[src/logic/conv_layer_pkg.sv]
package conv_layer_pkg;

	// Layer dimensions.
	localparam int IN_CH    = 8;    // Input channels.
	localparam int OUT_CH   = 16;   // Output channels.
	localparam int TAPS     = 5;    // Samples per input channel.

	// Datapath widths.
	localparam int DATA_W   = 8;    // Unsigned sample.
	localparam int WEIGHT_W = 8;    // Signed weight.
	localparam int ACC_W    = 22;   // Holds 40 products of 255 * -128 with room to spare.
	localparam int RES_W    = 8;    // Signed output.
	localparam int CH_IDX_W = $clog2(OUT_CH);

	// Requantization.
	localparam int SHIFT    = 9;
	localparam int SAT_MAX  = 127;
	localparam int SAT_MIN  = -127;  // Symmetric range, -128 is never produced.

	// Full input window, window[i][k] is tap k of input channel i.
	typedef logic [IN_CH-1:0][TAPS-1:0][DATA_W-1:0] window_t;

	typedef logic signed [ACC_W-1:0] acc_t;
	typedef logic signed [RES_W-1:0] result_t;

endpackage

[src/logic/layer_sequencer.sv]
`timescale 1ns/10ps

module layer_sequencer import conv_layer_pkg::*; (
	input  logic                clk,
	input  logic                rst_n,
	input  logic                en,
	input  window_t             window_in,
	output logic                busy,
	output window_t             window,
	output logic                issue_valid,
	output logic [CH_IDX_W-1:0] issue_idx,
	output logic                issue_last
);

	logic [CH_IDX_W-1:0] ch_cnt;   // Output channel being issued.
	logic                start;

	// A strobe during a running layer is dropped.
	assign start = en && !busy;

	always_ff @(posedge clk) begin
		if (!rst_n) begin
			busy   <= 1'b0;
			ch_cnt <= '0;
		end else if (start) begin
			busy   <= 1'b1;
			ch_cnt <= '0;
		end else if (busy) begin
			ch_cnt <= ch_cnt + 1'b1;
			if (issue_last) begin
				busy <= 1'b0;   // Index 15 goes out this cycle.
			end
		end
	end

	// Window is held for all 16 channels of the layer.
	always_ff @(posedge clk) begin
		if (start) begin
			window <= window_in;
		end
	end

	// One index per busy cycle, starting the cycle after the accept.
	assign issue_valid = busy;
	assign issue_idx   = ch_cnt;
	assign issue_last  = busy && (ch_cnt == CH_IDX_W'(OUT_CH - 1));

endmodule

[config.mk]
export PLATFORM = sky130hd
export DESIGN_NAME = layer_sequencer
export DESIGN_NICKNAME = d
export VERILOG_FILES = /design/src/logic/conv_layer_pkg.sv /design/src/logic/layer_sequencer.sv
export SDC_FILE = /design/constraint.sdc
export NUM_CORES = 1
export LEC_CHECK = 0
export ABC_CLOCK_PERIOD_IN_PS = 27200
export BUFFER_PORTS_ARGS = -buffer_cell sky130_fd_sc_hd__buf_4
export CORE_AREA = 2 2 255 257
export CTS_CLUSTER_SIZE = 8
export DETAILED_ROUTE_END_ITERATION = 6
export DIE_AREA = 0 0 257 259
export REMOVE_ABC_BUFFERS = 1
export SLEW_MARGIN = 15
export SYNTH_ARGS = -nofsm -noshare
export SYNTH_HDL_FRONTEND = slang
export SYNTH_SLANG_ARGS = --single-unit
[constraint.sdc]
create_clock -name clk -period 27.2 [get_ports clk]
set_clock_uncertainty 0.15 [all_clocks]
set_input_delay 4.08 -clock clk [delete_from_list [all_inputs] [get_ports clk]]
set_output_delay 4.08 -clock clk [all_outputs]
set_load 0.1 [all_outputs]
==> qor.csv <==
stage;metric;value;unit
outcome;status;finished clean;
setup_path;crit_path_frequent_cell;buf_4;
drt;ant_nets;0;
timing;hold_viol;0;
die;pin_count;650;
min_path;hold_class;reg -> reg;
setup_path;cp.required;27220;ps
synthesis;synthMuxAreaShare;0;%
die;fp.dieW;257;um
setup_path;slowest_delay;830;ps
clocking;cts_tree;yes;
global_routing;grt_pass1_vias;6656;
timing;rsz0062_at_grt;false;
synthesis;synth-compound-area-share;0.2791;%
timing;setup_viol;0;
synthesis;yosys_warnings;0;
finish;layout.cells.most_common_list;651 x buf_4, 320 x edfxtp_1, 49 x clkbuf_16;
timing;tightest_slew;1113;ps
clocking;clock_path_buffers;3;
finish;final_cells;1914;
setup_path;worstPathArrival;6440;ps
setup_path;crit_path_end_kind;register;
power;irDropWorstVdd;0.06122;mV
synthesis;synth_xor_area_share;0.1776;%
finish;final_common_cell;buf_4;
global_routing;grt_first_pass_wirelength;45040;um
drt;avgViaCountPerCell;3.264;
clocking;cts_resized;0;
global_routing;grt_usage;9.266;%
clocking;holdBufCountCts;0;
place;hpwl;25120;um
clocking;clk_pin_slew;50;ps
clocking;clkSinkCount;325;
clocking;cts_root_buf;clkbuf_16;
drt;dr.pass1.iters;4;
global_routing;grt-ovfl-total;0;
synthesis;synth_area;0.009863;mm^2
finish;syn2layout_area_growth;73.74;%
die;die-height;259;um
synthesis;syn_inst;345;
drt;drt_iter0_drc;384;
drt;wl_per_cell;17.16;um
drt;vias;6248;
finish;drive_above_1_share;66.64;%
die;fp-row-count;93;
synthesis;yosysSeqAreaShare;98.44;%
setup_path;cp_slowest_cell;buf_4;
job;cap_violations;0;
timing;maxSlewViolCount;0;
global_routing;grt_max_degree;166;
synthesis;avgSynthCellArea;28.59;um^2
clocking;postCtsSetupBuffers;0;
synthesis;synth.distinct_cells;16;
die;core_area;0.06388;mm^2
die;initial_utilization;15.44;%
synthesis;synth-simple-area-share;0.7865;%
setup_path;crit_fanout;75;
drt;post-route-drc-count;0;
clocking;insertion_delay;550;ps
timing;min_period_over_period;23.62;%
timing;fmax;0.1556;GHz
setup_path;startpoint_type;primary input;
setup_path;worstPathCellList;buf_4, nor2b_4, buf_4, buf_4;
timing;fin_setup_tns;0;ps
finish;nets;1368;
drt;wirelength;32850;um
synthesis;ys_ff_latch;325;
place;numPortBuffers;649;
die;dieArea;0.06656;mm^2
place;gp_congestion;0.8917;
timing;period_minus_slack;6425;ps
power;powerDensity;82.16;mW/mm^2
clocking;cts_buffers;47;
clocking;htree_num_levels;2;
setup_path;crit_type;in -> reg;
power;leakage;6.922;nW
synthesis;synth_top_family_by_area;simple AND/OR/NAND/NOR gates;
place;dp_cells;1850;
global_routing;antenna_found_initial;12;
synthesis;synthAdderAreaFrac;0.1269;%
timing;relSlewSlack;25.79;%
where the power goes:
| part | leakage, nW | switching (mW) | total [mW] | internal [mW] |
|---|---|---|---|---|
| registers | 3.09 | 0.00903 | 0.595 | 0.586 |
| logic | 3.20 | 0.221 | 0.282 | 0.0611 |
| clock network | 0.634 | 0.204 | 0.532 | 0.328 |
metal layers:
metal	up-vias	routed length, um	track usage [%]	part of all wire [%]
met2	420	16600	15.88	51
met3	69	4602	6.112	14
met4	18	872	3.311	2.7
met1	2950	10660	8.884	32
met5	-	125	0	0.38
li1	2791	-	-	-
cell usage after synthesis, drive strengths merged:
cell type  instances  share of area [%]
xnor2              1              0.089
edfxtp           320                 97
nor2b              4               0.25
xor2               1              0.089
nor3b              3               0.28
nor2               1              0.038
dfxtp              5                1.0
buf                2               0.19
ha                 1               0.13
a21oi              2               0.10
and4               1              0.089
o21ai              2               0.10
nand4              1               0.13
o21a               1              0.076
final cells by class:
type,instances,area [um^2]
Timing Repair Buffer,652,4907
Sequential cell,325,9709
Fill cell,6502,46750
Tap cell,855,1070
Clock inverter,3,37.54
Multi-Input combinational cell,18,142.6
Antenna cell,1,2.502
Clock buffer,60,1267
critical path, delay by kind of cell:
family                 cells  cell delay [ps]
buffers and inverters      3             1670
and+or+nand+nor            1              500
through the flow:
stage          instance area [um^2]  setup slack, ps  power, mW  util (%)  hold slack [ps]
2_1_floorplan                  9844             8130     0.8154         -            866.4
3_3_place_gp                  15830            20330     0.8861     24.78            448.1
3_5_place_dp                  15830            20190     0.8883     24.78            456.4
4_1_cts                       17130            20810      1.433     26.82            471.3
5_1_grt                       17130            20590      1.458     26.82            494.3
6_report                      17140            20770      1.408     26.82            460.2
sequential cells by signal, indices dropped and copies added (netlist names):
register / cells
busy: 1
issue_idx: 4
window: 320
path summary, 6_finish.rpt:
check | from | endpoint | slack [ps] | cells past startpoint
setup reg to reg | busy$_SDFF_PN0_ | window[257]$_DFFE_PP_ | 23930 | 3
setup / recovery | en | window[257]$_DFFE_PP_ | 20770 | 4
hold / removal | issue_idx[0]$_SDFFE_PP0P_ | issue_idx[0]$_SDFFE_PP0P_ | 460 | 2
hold reg to reg | issue_idx[0]$_SDFFE_PP0P_ | issue_idx[0]$_SDFFE_PP0P_ | 460 | 2
logic make-up after synthesis:
kind of cell,Yosys count
XOR/XNOR,2
buffers and inverters,2
adder cells (fa/ha/maj),1
AO/OA/AOI/OAI,5
AND/OR/NAND/NOR,10
flip-flops,325
Power figures use the tool's default switching activity.
