[config.mk]
export PLATFORM = sky130hd
export DESIGN_NAME = requantizer
export DESIGN_NICKNAME = d
export VERILOG_FILES = /design/src/logic/conv_layer_pkg.sv /design/src/logic/requantizer.sv
export SDC_FILE = /design/constraint.sdc
export NUM_CORES = 1
export LEC_CHECK = 0
export BUFFER_PORTS_ARGS = -buffer_cell sky130_fd_sc_hd__buf_2
export CORE_ASPECT_RATIO = 1.75
export CORE_MARGIN = 2
export CORE_UTILIZATION = 53
export DETAILED_ROUTE_END_ITERATION = 10
export PLACE_DENSITY = 0.86
export REMOVE_ABC_BUFFERS = 1
export SLEW_MARGIN = 20
export SYNTH_ARGS = -nofsm -noshare
export SYNTH_HDL_FRONTEND = slang
export SYNTH_SLANG_ARGS = --single-unit
[constraint.sdc]
create_clock -name clk -period 2.7 [get_ports clk]
set_input_delay 0.27 -clock clk [delete_from_list [all_inputs] [get_ports clk]]
set_output_delay 0.27 -clock clk [all_outputs]
set_load 0.005 [all_outputs]
[src/logic/conv_layer_pkg.sv]
package conv_layer_pkg;

	// Layer dimensions.
	localparam int IN_CH    = 8;    // Input channels.
	localparam int OUT_CH   = 16;   // Output channels.
	localparam int TAPS     = 5;    // Samples per input channel.

	// Datapath widths.
	localparam int DATA_W   = 8;    // Unsigned sample.
	localparam int WEIGHT_W = 8;    // Signed weight.
	localparam int ACC_W    = 22;   // Holds 40 products of 255 * -128 with room to spare.
	localparam int RES_W    = 8;    // Signed output.
	localparam int CH_IDX_W = $clog2(OUT_CH);

	// Requantization.
	localparam int SHIFT    = 9;
	localparam int SAT_MAX  = 127;
	localparam int SAT_MIN  = -127;  // Symmetric range, -128 is never produced.

	// Full input window, window[i][k] is tap k of input channel i.
	typedef logic [IN_CH-1:0][TAPS-1:0][DATA_W-1:0] window_t;

	typedef logic signed [ACC_W-1:0] acc_t;
	typedef logic signed [RES_W-1:0] result_t;

endpackage

[src/logic/requantizer.sv]
`timescale 1ns/10ps

module requantizer import conv_layer_pkg::*; (
	input  logic                  clk,
	input  logic                  rst_n,
	input  logic                  dot_valid,
	input  acc_t                  dot_sum,
	input  logic [CH_IDX_W-1:0]   dot_idx,
	input  logic                  dot_last,
	output result_t [OUT_CH-1:0]  result,
	output logic                  done
);

	acc_t    shifted;
	result_t clamped;
	logic    last_written;   // Final channel of a layer written last edge.

	// Arithmetic shift, then clamp to the symmetric 8-bit range.
	always_comb begin
		shifted = dot_sum >>> SHIFT;
		if (shifted > acc_t'(SAT_MAX)) begin
			clamped = result_t'(SAT_MAX);
		end else if (shifted < acc_t'(SAT_MIN)) begin
			clamped = result_t'(SAT_MIN);
		end else begin
			clamped = result_t'(shifted);   // Fits, upper bits are sign copies.
		end
	end

	// Output bank, one channel per valid cycle.
	always_ff @(posedge clk) begin
		if (!rst_n) begin
			result <= '0;
		end else if (dot_valid) begin
			result[dot_idx] <= clamped;
		end
	end

	// Done comes one cycle after the last write of the layer.
	always_ff @(posedge clk) begin
		if (!rst_n) begin
			last_written <= 1'b0;
			done         <= 1'b0;
		end else begin
			last_written <= dot_valid && dot_last;
			done         <= last_written;
		end
	end

endmodule

==> results of run 1 <==
-- area by class of cell --
cell class                 instances  area (µm²)  area share
multi-input combinational        302        1760       0.300
clock inverter                     7        85.1      0.0145
tap                              115         144      0.0245
sequential                       130        2600       0.442
inverter                           1        3.75    0.000638
timing repair buffer             157         818       0.139
clock buffer                      22         464      0.0789
-- power breakdown --
group	internal [µW]	leakage [µW]	total, µW	switching [µW]
combinational	87.3	0.00131	243	155
sequential	1960	0.00105	1980	20.1
clock	1380	0.000275	2150	764
total	3430	0.00264	4370	939
-- cell families (layout without fill, tap and decap cells) --
family | Yosys count | in the layout | synth area share
compound gates | 231 | 231 | 0.266
buf+inv | 43 | 187 | 0.0447
flops | 130 | 130 | 0.574
mux | 16 | 16 | 0.0353
simple gates | 55 | 55 | 0.0795
-- layout by cell type, fill, tap and decap left out --
cell       instances
and2_1             2
or4_1              1
o2bb2ai_2          6
buf_2            149
nand3b_1           2
inv_1              1
and3_1             2
a21oi_1           96
nand2_1            2
bufinv_16          2
or3b_1             1
clkinv_2           5
nor3_4             1
dfxtp_1          130
nor2_2            12
nand4_1            1
buf_4              7
mux2i_1           16
a31oi_1           16
o21ai_0          109
buf_12             1
nor3_1             1
nand3_1            7
nor2_1             1
nand2b_1           2
nor3_2             3
clkbuf_16         17
clkbuf_8           2
o22ai_2            1
clkbuf_1           3
nor4_2             1
o21ai_1            3
nor2b_1           16
-- cells in the mapped netlist (3+ instances only) --
cell type and number:
dfxtp_1 130, o21ai_0 109, a21oi_1 96, clkbuf_1 21, a31oi_1 16, mux2i_1 16
nor2b_1 16, buf_2 15, nor2_2 12, nand3_1 7, o2bb2ai_1 6, buf_4 4
nor3_2 3, o21ai_1 3
-- worst register-to-register path: cells and delay by family, from the launching register on --
family             cells  cell delay (ps)
AOI/OAI and AO/OA      2              290
DFF                    1              320
-- how the worst min path moves through the flow --
stage	start	end	slack (ps)	cells after the start
finish	dot_last	last_written	110	2
global route	dot_last	last_written	100	2
CTS	dot_last	last_written	100	2
detailed placement	last_written	done	440	1
global placement	last_written	done	420	1
floorplan	rst_n	done	390	1
-- metal layers --
layer,part of all wire,vias to the layer above
met4,0.039,0
met1,0.40,1929
li1,-,1976
met5,0,-
met2,0.51,170
met3,0.049,35
-- state kept, by name, summed over array words and instances, names as in the netlist --
register      count
last_written      1
result          128
done              1
-- stage by stage --
stage | hold WS (ps) | setup slack (ps) | total power (µW) | area, µm² | util
after floorplan | 392 | 1180 | 2110 | 4330 | -
after global placement | 422 | 795 | 2250 | 5330 | 0.641
after detailed placement | 437 | 767 | 2260 | 5330 | 0.641
after CTS | 100 | 1190 | 4390 | 5880 | 0.708
after global routing | 104 | 1050 | 4500 | 5880 | 0.708
final | 108 | 1160 | 4370 | 5880 | 0.708
==> out/metrics.cfg, run 1 <==
[timing]
rsz0062_at_grt = false
setup_violations = 0
max_freq_ghz = 0.647
hold_viol = 0
worstMarginPinSlew_ps = 847
post-route-period-util = 0.572
relSlewSlack = 0.433
finClkSkew_ps = 0.0795
final.setup.tns_ps = 0
period_needed_ps = 1540
report.final.slew_viol_count = 0

[critical_path]
cp_max_fo = 24
worst_path_largest_cell_delay_ps = 650
cp_num_cells = 4
critical_path.endpoint = result[8]
cpMaxStageDelayCell = o22ai_2
crit_path_start = dot_sum[21]
path_cells = buf_2, nand4_1, o22ai_2, a31oi_1
reg2reg_to = result[43]
start_kind = input port
worst-r2r-cell-count = 2
crit_family = compound AO/OA/AOI/OAI gates
crit_arrival_ps = 1790
crit_required_ps = 2950
ff2ff_setup_slack_ps = 1950
timing.rr.start = result[43]
cp.buffers_inverters = 1
worst-setup-path-type = in2reg
end_kind = flop

[run]
maxCapViolCount = 0

[synth]
avgSynthCellArea_um2 = 9.54
yosys.area.top_type = dfxtp_1
synthArstFlopShare = 0
ys_seq_area_frac = 0.574
synth-edff-count = 0
synth_area_mm2 = 0.00453
netlist.area_leader.share = 0.574
synth_ff_type = dfxtp_1
ys_warn_count = 0
ys_seq_elements = 130
ys_types = 30
synth_cells = 475
synth_area_leaders = dfxtp_1, o21ai_0, a21oi_1

[routing]
drt_wl_total_um = 12600
drt_iter0_drc = 289
firstDrtPassIters = 5
routedWlPerCell_um = 17.2
vias_per_cell = 5.60
vias = 4110
route.detailed.drc = 0
antenna_left = 0

[die]
rows = 44
start_util = 0.545
io_pins = 159
die_h_um = 126
core_mm2 = 0.00831
fp.dieArea_mm2 = 0.00934
die_x_um = 73.9

[min_path]
hold_path.class = in2reg

[clocking]
htreeDepth = 4
clk_pin_slew_ps = 50
clk_path_buf_depth = 2
postCtsSetupBuffers = 0
cts.repair.resized = 0
ctsHoldBuffers = 0
numCtsBuffers = 17
cts_root_buf = clkbuf_16
worst_skew_pair.late_latency_ps = 400
cts_tree = done
cts_sinks = 130

[placement]
dp_cells = 705
gp_congestion = 0.810
port_buffers = 149
dp.final_hpwl_um = 8370

[grt]
top_usage_layer = met2
grt_max_degree = 59
track_usage = 0.279
grt_use_met2 = 0.456
antenna_found_initial = 0
grt_pass1_wl_um = 19900
grt_pass1_vias = 3962
use_met1 = 0.330
gr-total-overflow = 0
grt_use_met3 = 0.0755

[finish]
drive_above_1_share = 0.334
fillers = 643
fin_cells = 734
syn2layout_area_growth_pct = 29.8
nets = 639
diodes = 0

[status]
status = finished clean

[power_and_ir_drop]
vdd_drop_max_mv = 0.457
power_density_mw_per_mm2 = 743
leakage_uw = 0.00264

(Power assumes the default switching activity.)
==> run 2, diff against run 1 <==
--- a/config.mk
+++ b/config.mk
@@ -5,12 +5,13 @@
 export SDC_FILE = /design/constraint.sdc
 export NUM_CORES = 1
 export LEC_CHECK = 0
+export ABC_AREA = 1
 export BUFFER_PORTS_ARGS = -buffer_cell sky130_fd_sc_hd__buf_2
 export CORE_ASPECT_RATIO = 1.75
 export CORE_MARGIN = 2
-export CORE_UTILIZATION = 53
+export CORE_UTILIZATION = 49
 export DETAILED_ROUTE_END_ITERATION = 10
-export PLACE_DENSITY = 0.86
+export PLACE_DENSITY = 0.81
 export REMOVE_ABC_BUFFERS = 1
 export SLEW_MARGIN = 20
 export SYNTH_ARGS = -nofsm -noshare
==> constraint.sdc (replaced) <==
create_clock -name clk -period 1.5 [get_ports clk]
set_input_delay 0.15 -clock clk [delete_from_list [all_inputs] [get_ports clk]]
set_output_delay 0.15 -clock clk [all_outputs]
set_load 0.005 [all_outputs]
==> run 2 against run 1 <==
  * Worst hold slack worse by 89 ps
  * Routed wire length increased by 2.9%
  * Clock power increased by 86%
==> out/metrics.cfg, run 2 <==
[timing]
relSlewSlack = 0.656
period_needed_ps = 1170
final.setup.tns_ps = 0
report.final.slew_viol_count = 0
max_freq_ghz = 0.855
post-route-period-util = 0.779
hold_viol = 0
finalWorstSetupSlack_ps = 331
rsz0062_at_grt = false
setup_violations = 0
worstMarginPinSlew_ps = 516
finClkSkew_ps = 0.0930

[placement]
place_ws_ps = 107
dp_cells = 794
dp.final_hpwl_um = 8620
gp_congestion = 0.861
port_buffers = 149

[power_and_ir_drop]
power.share.clock = 0.497
p_int_uw = 6260
swShare = 0.223
power_density_mw_per_mm2 = 1330
vdd_drop_max_mv = 0.988
pwr-share-comb = 0.061
seqPwrFrac = 0.443
switchingPower_uw = 1800
leakage_uw = 0.00302

[grt]
grt_max_degree = 115
grt_pass1_wl_um = 20900
track_usage = 0.263
gr-total-overflow = 0
antenna_found_initial = 0
grt_pass1_vias = 4107

[synth]
avgSynthCellArea_um2 = 8.45
ys_seq_elements = 130
netlist.area_leader.share = 0.571
ys_types = 17
yosys.area.top_type = dfxtp_1
synth_cells = 539
ys_seq_area_frac = 0.571
synth_area_mm2 = 0.00455
netlist_top_cells_count = dfxtp_1, a21oi_1, o21ai_0
ys_warn_count = 0
synthArstFlopShare = 0
synth_area_leaders = dfxtp_1, a21oi_1, o21ai_0
synth-edff-count = 0
synth_ff_type = dfxtp_1
yosysMostFrequentCell = dfxtp_1

[finish]
fin_cells = 827
regMostFlops = result
drive_above_1_share = 0.296
nets = 725
diodes = 0
syn2layout_area_growth_pct = 32.9
layout_commonest_cell = buf_2
final_cell_mix = buf_2, dfxtp_1, o21ai_0, a21oi_1, nor2_1
top_regs = result x128, done x1, last_written x1
largest_register_ffs = 128

[routing]
drt_wl_total_um = 13000
vias_per_cell = 5.28
route.detailed.drc = 0
drt_iter0_drc = 270
vias = 4367
firstDrtPassIters = 5
routedWlPerCell_um = 15.7
antenna_left = 0

[clocking]
clk_pin_slew_ps = 60
numCtsBuffers = 17
clk_path_buf_depth = 2
cts_tree = done
cts.repair.resized = 0
htreeDepth = 4
worst_skew_pair.late_latency_ps = 410
cts_sinks = 130
cts_root_buf = clkbuf_16

[die]
start_util = 0.504
core_mm2 = 0.00904
die_h_um = 132
fp.dieArea_mm2 = 0.0101
rows = 46
die_x_um = 76.9
io_pins = 159

[critical_path]
timing.rr.start = result[82]
worst-setup-path-type = in2reg
cp_max_fo = 1
crit_path_start = dot_last
ff2ff_setup_slack_ps = 780
crit_required_ps = 1780
start_kind = input port
worst-r2r-cell-count = 2
end_kind = flop
reg2reg_to = result[82]
critical_path.endpoint = last_written
crit_arrival_ps = 1450

[status]
status = finished clean

[min_path]
hp-start = rst_n
hold_path.class = in2reg

[run]
maxCapViolCount = 0

==> run 2: cell count changes after synthesis, moves of 6 or more <==
cell / previous run / this run
a21oi_1: 96 / 112
a31oi_1: 16 / 0
buf_4: 4 / 13
clkbuf_1: 21 / 12
inv_1: 1 / 27
mux2i_1: 16 / 0
nand2_1: 2 / 37
nand3_1: 7 / 18
nor2_1: 1 / 52
nor2_2: 12 / 0
nor2b_1: 16 / 0
o2bb2ai_1: 6 / 0
==> run 2: power by group through the flow <==
stage          clock network [µW]  logic (µW)  registers, µW
6_report                     4000         491           3570
5_1_grt                      4210         537           3570
4_1_cts                      4050         489           3570
3_5_place_dp                    0         481           3640
3_3_place_gp                    0         464           3640
2_1_floorplan                   0         191           3650
==> run 2: critical path: stages <==
cell           delay (ps)
dlygate4sd3_1         530
buf_2                 120
nand2_1                60
dlygate4sd3_1         550
nor2_1                 40
==> run 2: worst min path at each step <==
stage	cells past startpoint	end
2_1_floorplan	2	done
3_3_place_gp	3	last_written
3_5_place_dp	3	last_written
4_1_cts	3	result[44]
5_1_grt	3	result[44]
6_report	3	result[44]
==> run 2: layout make-up <==
| class | count | area [µm²] |
|---|---|---|
| tap | 120 | 150 |
| multi-input combinational | 341 | 1630 |
| clock buffer | 22 | 474 |
| inverter | 28 | 105 |
| timing repair buffer | 177 | 986 |
| sequential | 130 | 2600 |
| fill | 780 | 2980 |
| clock inverter | 9 | 106 |
==> run 2: repair_timing <==
item                      4_1_cts  5_1_grt
hold endpoints to repair        1        0
setup buffers                   0        0
hold buffers                    2        0
==> run 2: per-stage QoR <==
stage               power (µW)  hold WS [ps]   util  instance area [µm²]
finish                    8060          19.2  0.670                 6050
detailed placement        4120           384  0.604                 5450
floorplan                 3840           243      -                 4340
global route              8320          55.4  0.670                 6050
CTS                       8100          7.67  0.670                 6050
global placement          4100           383  0.604                 5450
==> run 2: layer usage <==
metal | track usage | routed length (µm) | share of wire
met2 | 0.464 | 6890 | 0.53
met4 | 0.109 | 388 | 0.030
met5 | 0 | 0 | 0
met1 | 0.293 | 5160 | 0.40
met3 | 0.0707 | 564 | 0.043
==> run 2: cell families (layout without fill, tap and decap cells) <==
kind of cell,after synthesis,count (layout),synth area share
AOI/OAI and AO/OA,228,228,0.252
buffers and inverters,68,236,0.0706
DFF,130,130,0.571
and+or+nand+nor,113,113,0.105
==> run 3, diff against run 2 <==
--- a/config.mk
+++ b/config.mk
@@ -9,9 +9,9 @@
 export BUFFER_PORTS_ARGS = -buffer_cell sky130_fd_sc_hd__buf_2
 export CORE_ASPECT_RATIO = 1.75
 export CORE_MARGIN = 2
-export CORE_UTILIZATION = 49
+export CORE_UTILIZATION = 44
 export DETAILED_ROUTE_END_ITERATION = 10
-export PLACE_DENSITY = 0.81
+export PLACE_DENSITY = 0.77
 export REMOVE_ABC_BUFFERS = 1
 export SLEW_MARGIN = 20
 export SYNTH_ARGS = -nofsm -noshare
==> constraint.sdc (replaced) <==
create_clock -name clk -period 0.9 [get_ports clk]
set_input_delay 0.09 -clock clk [delete_from_list [all_inputs] [get_ports clk]]
set_output_delay 0.09 -clock clk [all_outputs]
set_load 0.005 [all_outputs]
==> run 3 against run 2 <==
  * The flow now finishes with violations (setup timing)
  * Cell area up 12%
  * Non-clock buffer count up 13
  * Cell count increased by 2.5%
  * Total power up 74%
  * Routed wire length up 11%
  * First-iteration DRC count rose by 14%
  * Highest routed layer unchanged
==> out/metrics.cfg, run 3 (synthesis results as in run 2) <==
[status]
status = complete, but fails checks
violations = setup timing

[routing]
drt_wl_total_um = 14400
firstDrtPassIters = 5
maxUsedRoutingLayer = met4
vias_per_cell = 5.30
drt-met1-wl_um = 5470
antenna_left = 0
met3_length_um = 567
drt_iter0_drc = 307
vias = 4492
route.detailed.drc = 0
routedWlPerCell_um = 17.0
met2_length_um = 7830

[clocking]
htreeDepth = 4
numCtsBuffers = 17
cts_tree = done
worst_skew_pair.late_latency_ps = 410
clk_path_buf_depth = 2
clk_pin_slew_ps = 50
cts_root_buf = clkbuf_16
cts_sinks = 130

[critical_path]
crit_required_ps = 810
cp_max_fo = 2
start_kind = flop
crit_family = flip-flops
worst-setup-path-type = reg2out
critical_path.endpoint = result[40]
worst-r2r-cell-count = 5
cpMaxStageDelayCell = dfxtp_2
cp.buffers_inverters = 1
reg2reg_to = result[104]
worst_path_largest_cell_delay_ps = 350
crit_arrival_ps = 860
crit_path_start = result[40]
path_cells = buf_6
end_kind = primary output
cp_num_cells = 1
timing.rr.start = result[104]
ff2ff_setup_slack_ps = 80

[finish]
final_cell_mix = dfxtp_2, o21ai_0, a21oi_1
drive_above_1_share = 0.495
fillers = 833
top_regs = result x128, done x1, last_written x1
fin_cells = 848
regMostFlops = result
final_util = 0.668
layout_commonest_cell = dfxtp_2
diodes = 0
nets = 738
largest_register_ffs = 128
syn2layout_area_growth_pct = 49.2

[power_and_ir_drop]
pwr-share-comb = 0.069
vdd_drop_max_mv = 1.74
swShare = 0.222
p_int_uw = 10900
power.share.clock = 0.505
seqPwrFrac = 0.426
power_density_mw_per_mm2 = 2070
leakage_uw = 0.00323
switchingPower_uw = 3120

[grt]
grt_max_degree = 55
antenna_found_initial = 0
gr-total-overflow = 0
grt_pass1_vias = 4437
track_usage = 0.264
grt_pass1_wl_um = 22600

[placement]
dp_cells = 808
place_ws_ps = -370
gp_congestion = 0.833
dp.final_hpwl_um = 9300
port_buffers = 149

[timing]
worstMarginPinSlew_ps = 279
whs_ps = 40.0
finalWorstSetupSlack_ps = -54.9
hold_viol = 0
relSlewSlack = 0.814
rsz0062_at_grt = true
period_needed_ps = 955
report.final.slew_viol_count = 0
finClkSkew_ps = 2.95
post-route-period-util = 1.06
setup_violations = 129
final.setup.tns_ps = -4220
max_freq_ghz = 1.05

[die]
die_x_um = 80.9
io_pins = 159
core_mm2 = 0.0102
start_util = 0.448
rows = 49
fp.dieArea_mm2 = 0.0112
die_h_um = 139

[run]
maxCapViolCount = 0

[min_path]
min_path_cells = 3
hold_path.class = in2reg

[run 3: power by group through the flow]
| stage | clock network [µW] | registers (µW) | logic [µW] |
|---|---|---|---|
| after floorplan | 0 | 6080 | 318 |
| after global placement | 0 | 6070 | 840 |
| after detailed placement | 0 | 6070 | 865 |
| after CTS | 7140 | 5970 | 919 |
| after global routing | 7440 | 5990 | 1050 |
| final | 7100 | 5980 | 976 |
[run 3: layout make-up]
| cell class | instances | area [µm²] | area share |
|---|---|---|---|
| well taps | 127 | 159 | 0.0234 |
| inverters | 28 | 105 | 0.0155 |
| clock inverters | 10 | 130 | 0.0192 |
| repair buffers | 190 | 1480 | 0.218 |
| flip-flops and latches | 130 | 2760 | 0.407 |
| clock buffers | 22 | 484 | 0.0713 |
| multi-input cells | 341 | 1670 | 0.245 |
[run 3: repair_timing]
action | CTS | global route
setup buffers | 3 | 3
resized for setup | 155 | 37
setup endpoints to repair | 129 | 199
hold buffers | 2 | 0
endpoints found under the hold margin | 1 | 0
[run 3: layer usage]
metal / track usage / vias up
li1: - / 2160
met1: 0.288 / 2150
met2: 0.465 / 145
met3: 0.0553 / 37
met4: 0.134 / 0
met5: 0 / -
[run 3: how the worst min path moves through the flow]
| stage | start | to | slack, ps |
|---|---|---|---|
| detailed placement | dot_last | last_written | 330 |
| global route | rst_n | result[33] | 60 |
| finish | rst_n | result[37] | 40 |
| floorplan | rst_n | done | 180 |
| CTS | rst_n | result[37] | 30 |
| global placement | dot_last | last_written | 320 |
[run 3: stage by stage]
step / area (µm²) / total power (µW)
6_report: 6790 / 14100
5_1_grt: 6790 / 14500
4_1_cts: 6590 / 14000
3_5_place_dp: 5570 / 6930
3_3_place_gp: 5570 / 6910
2_1_floorplan: 4340 / 6390
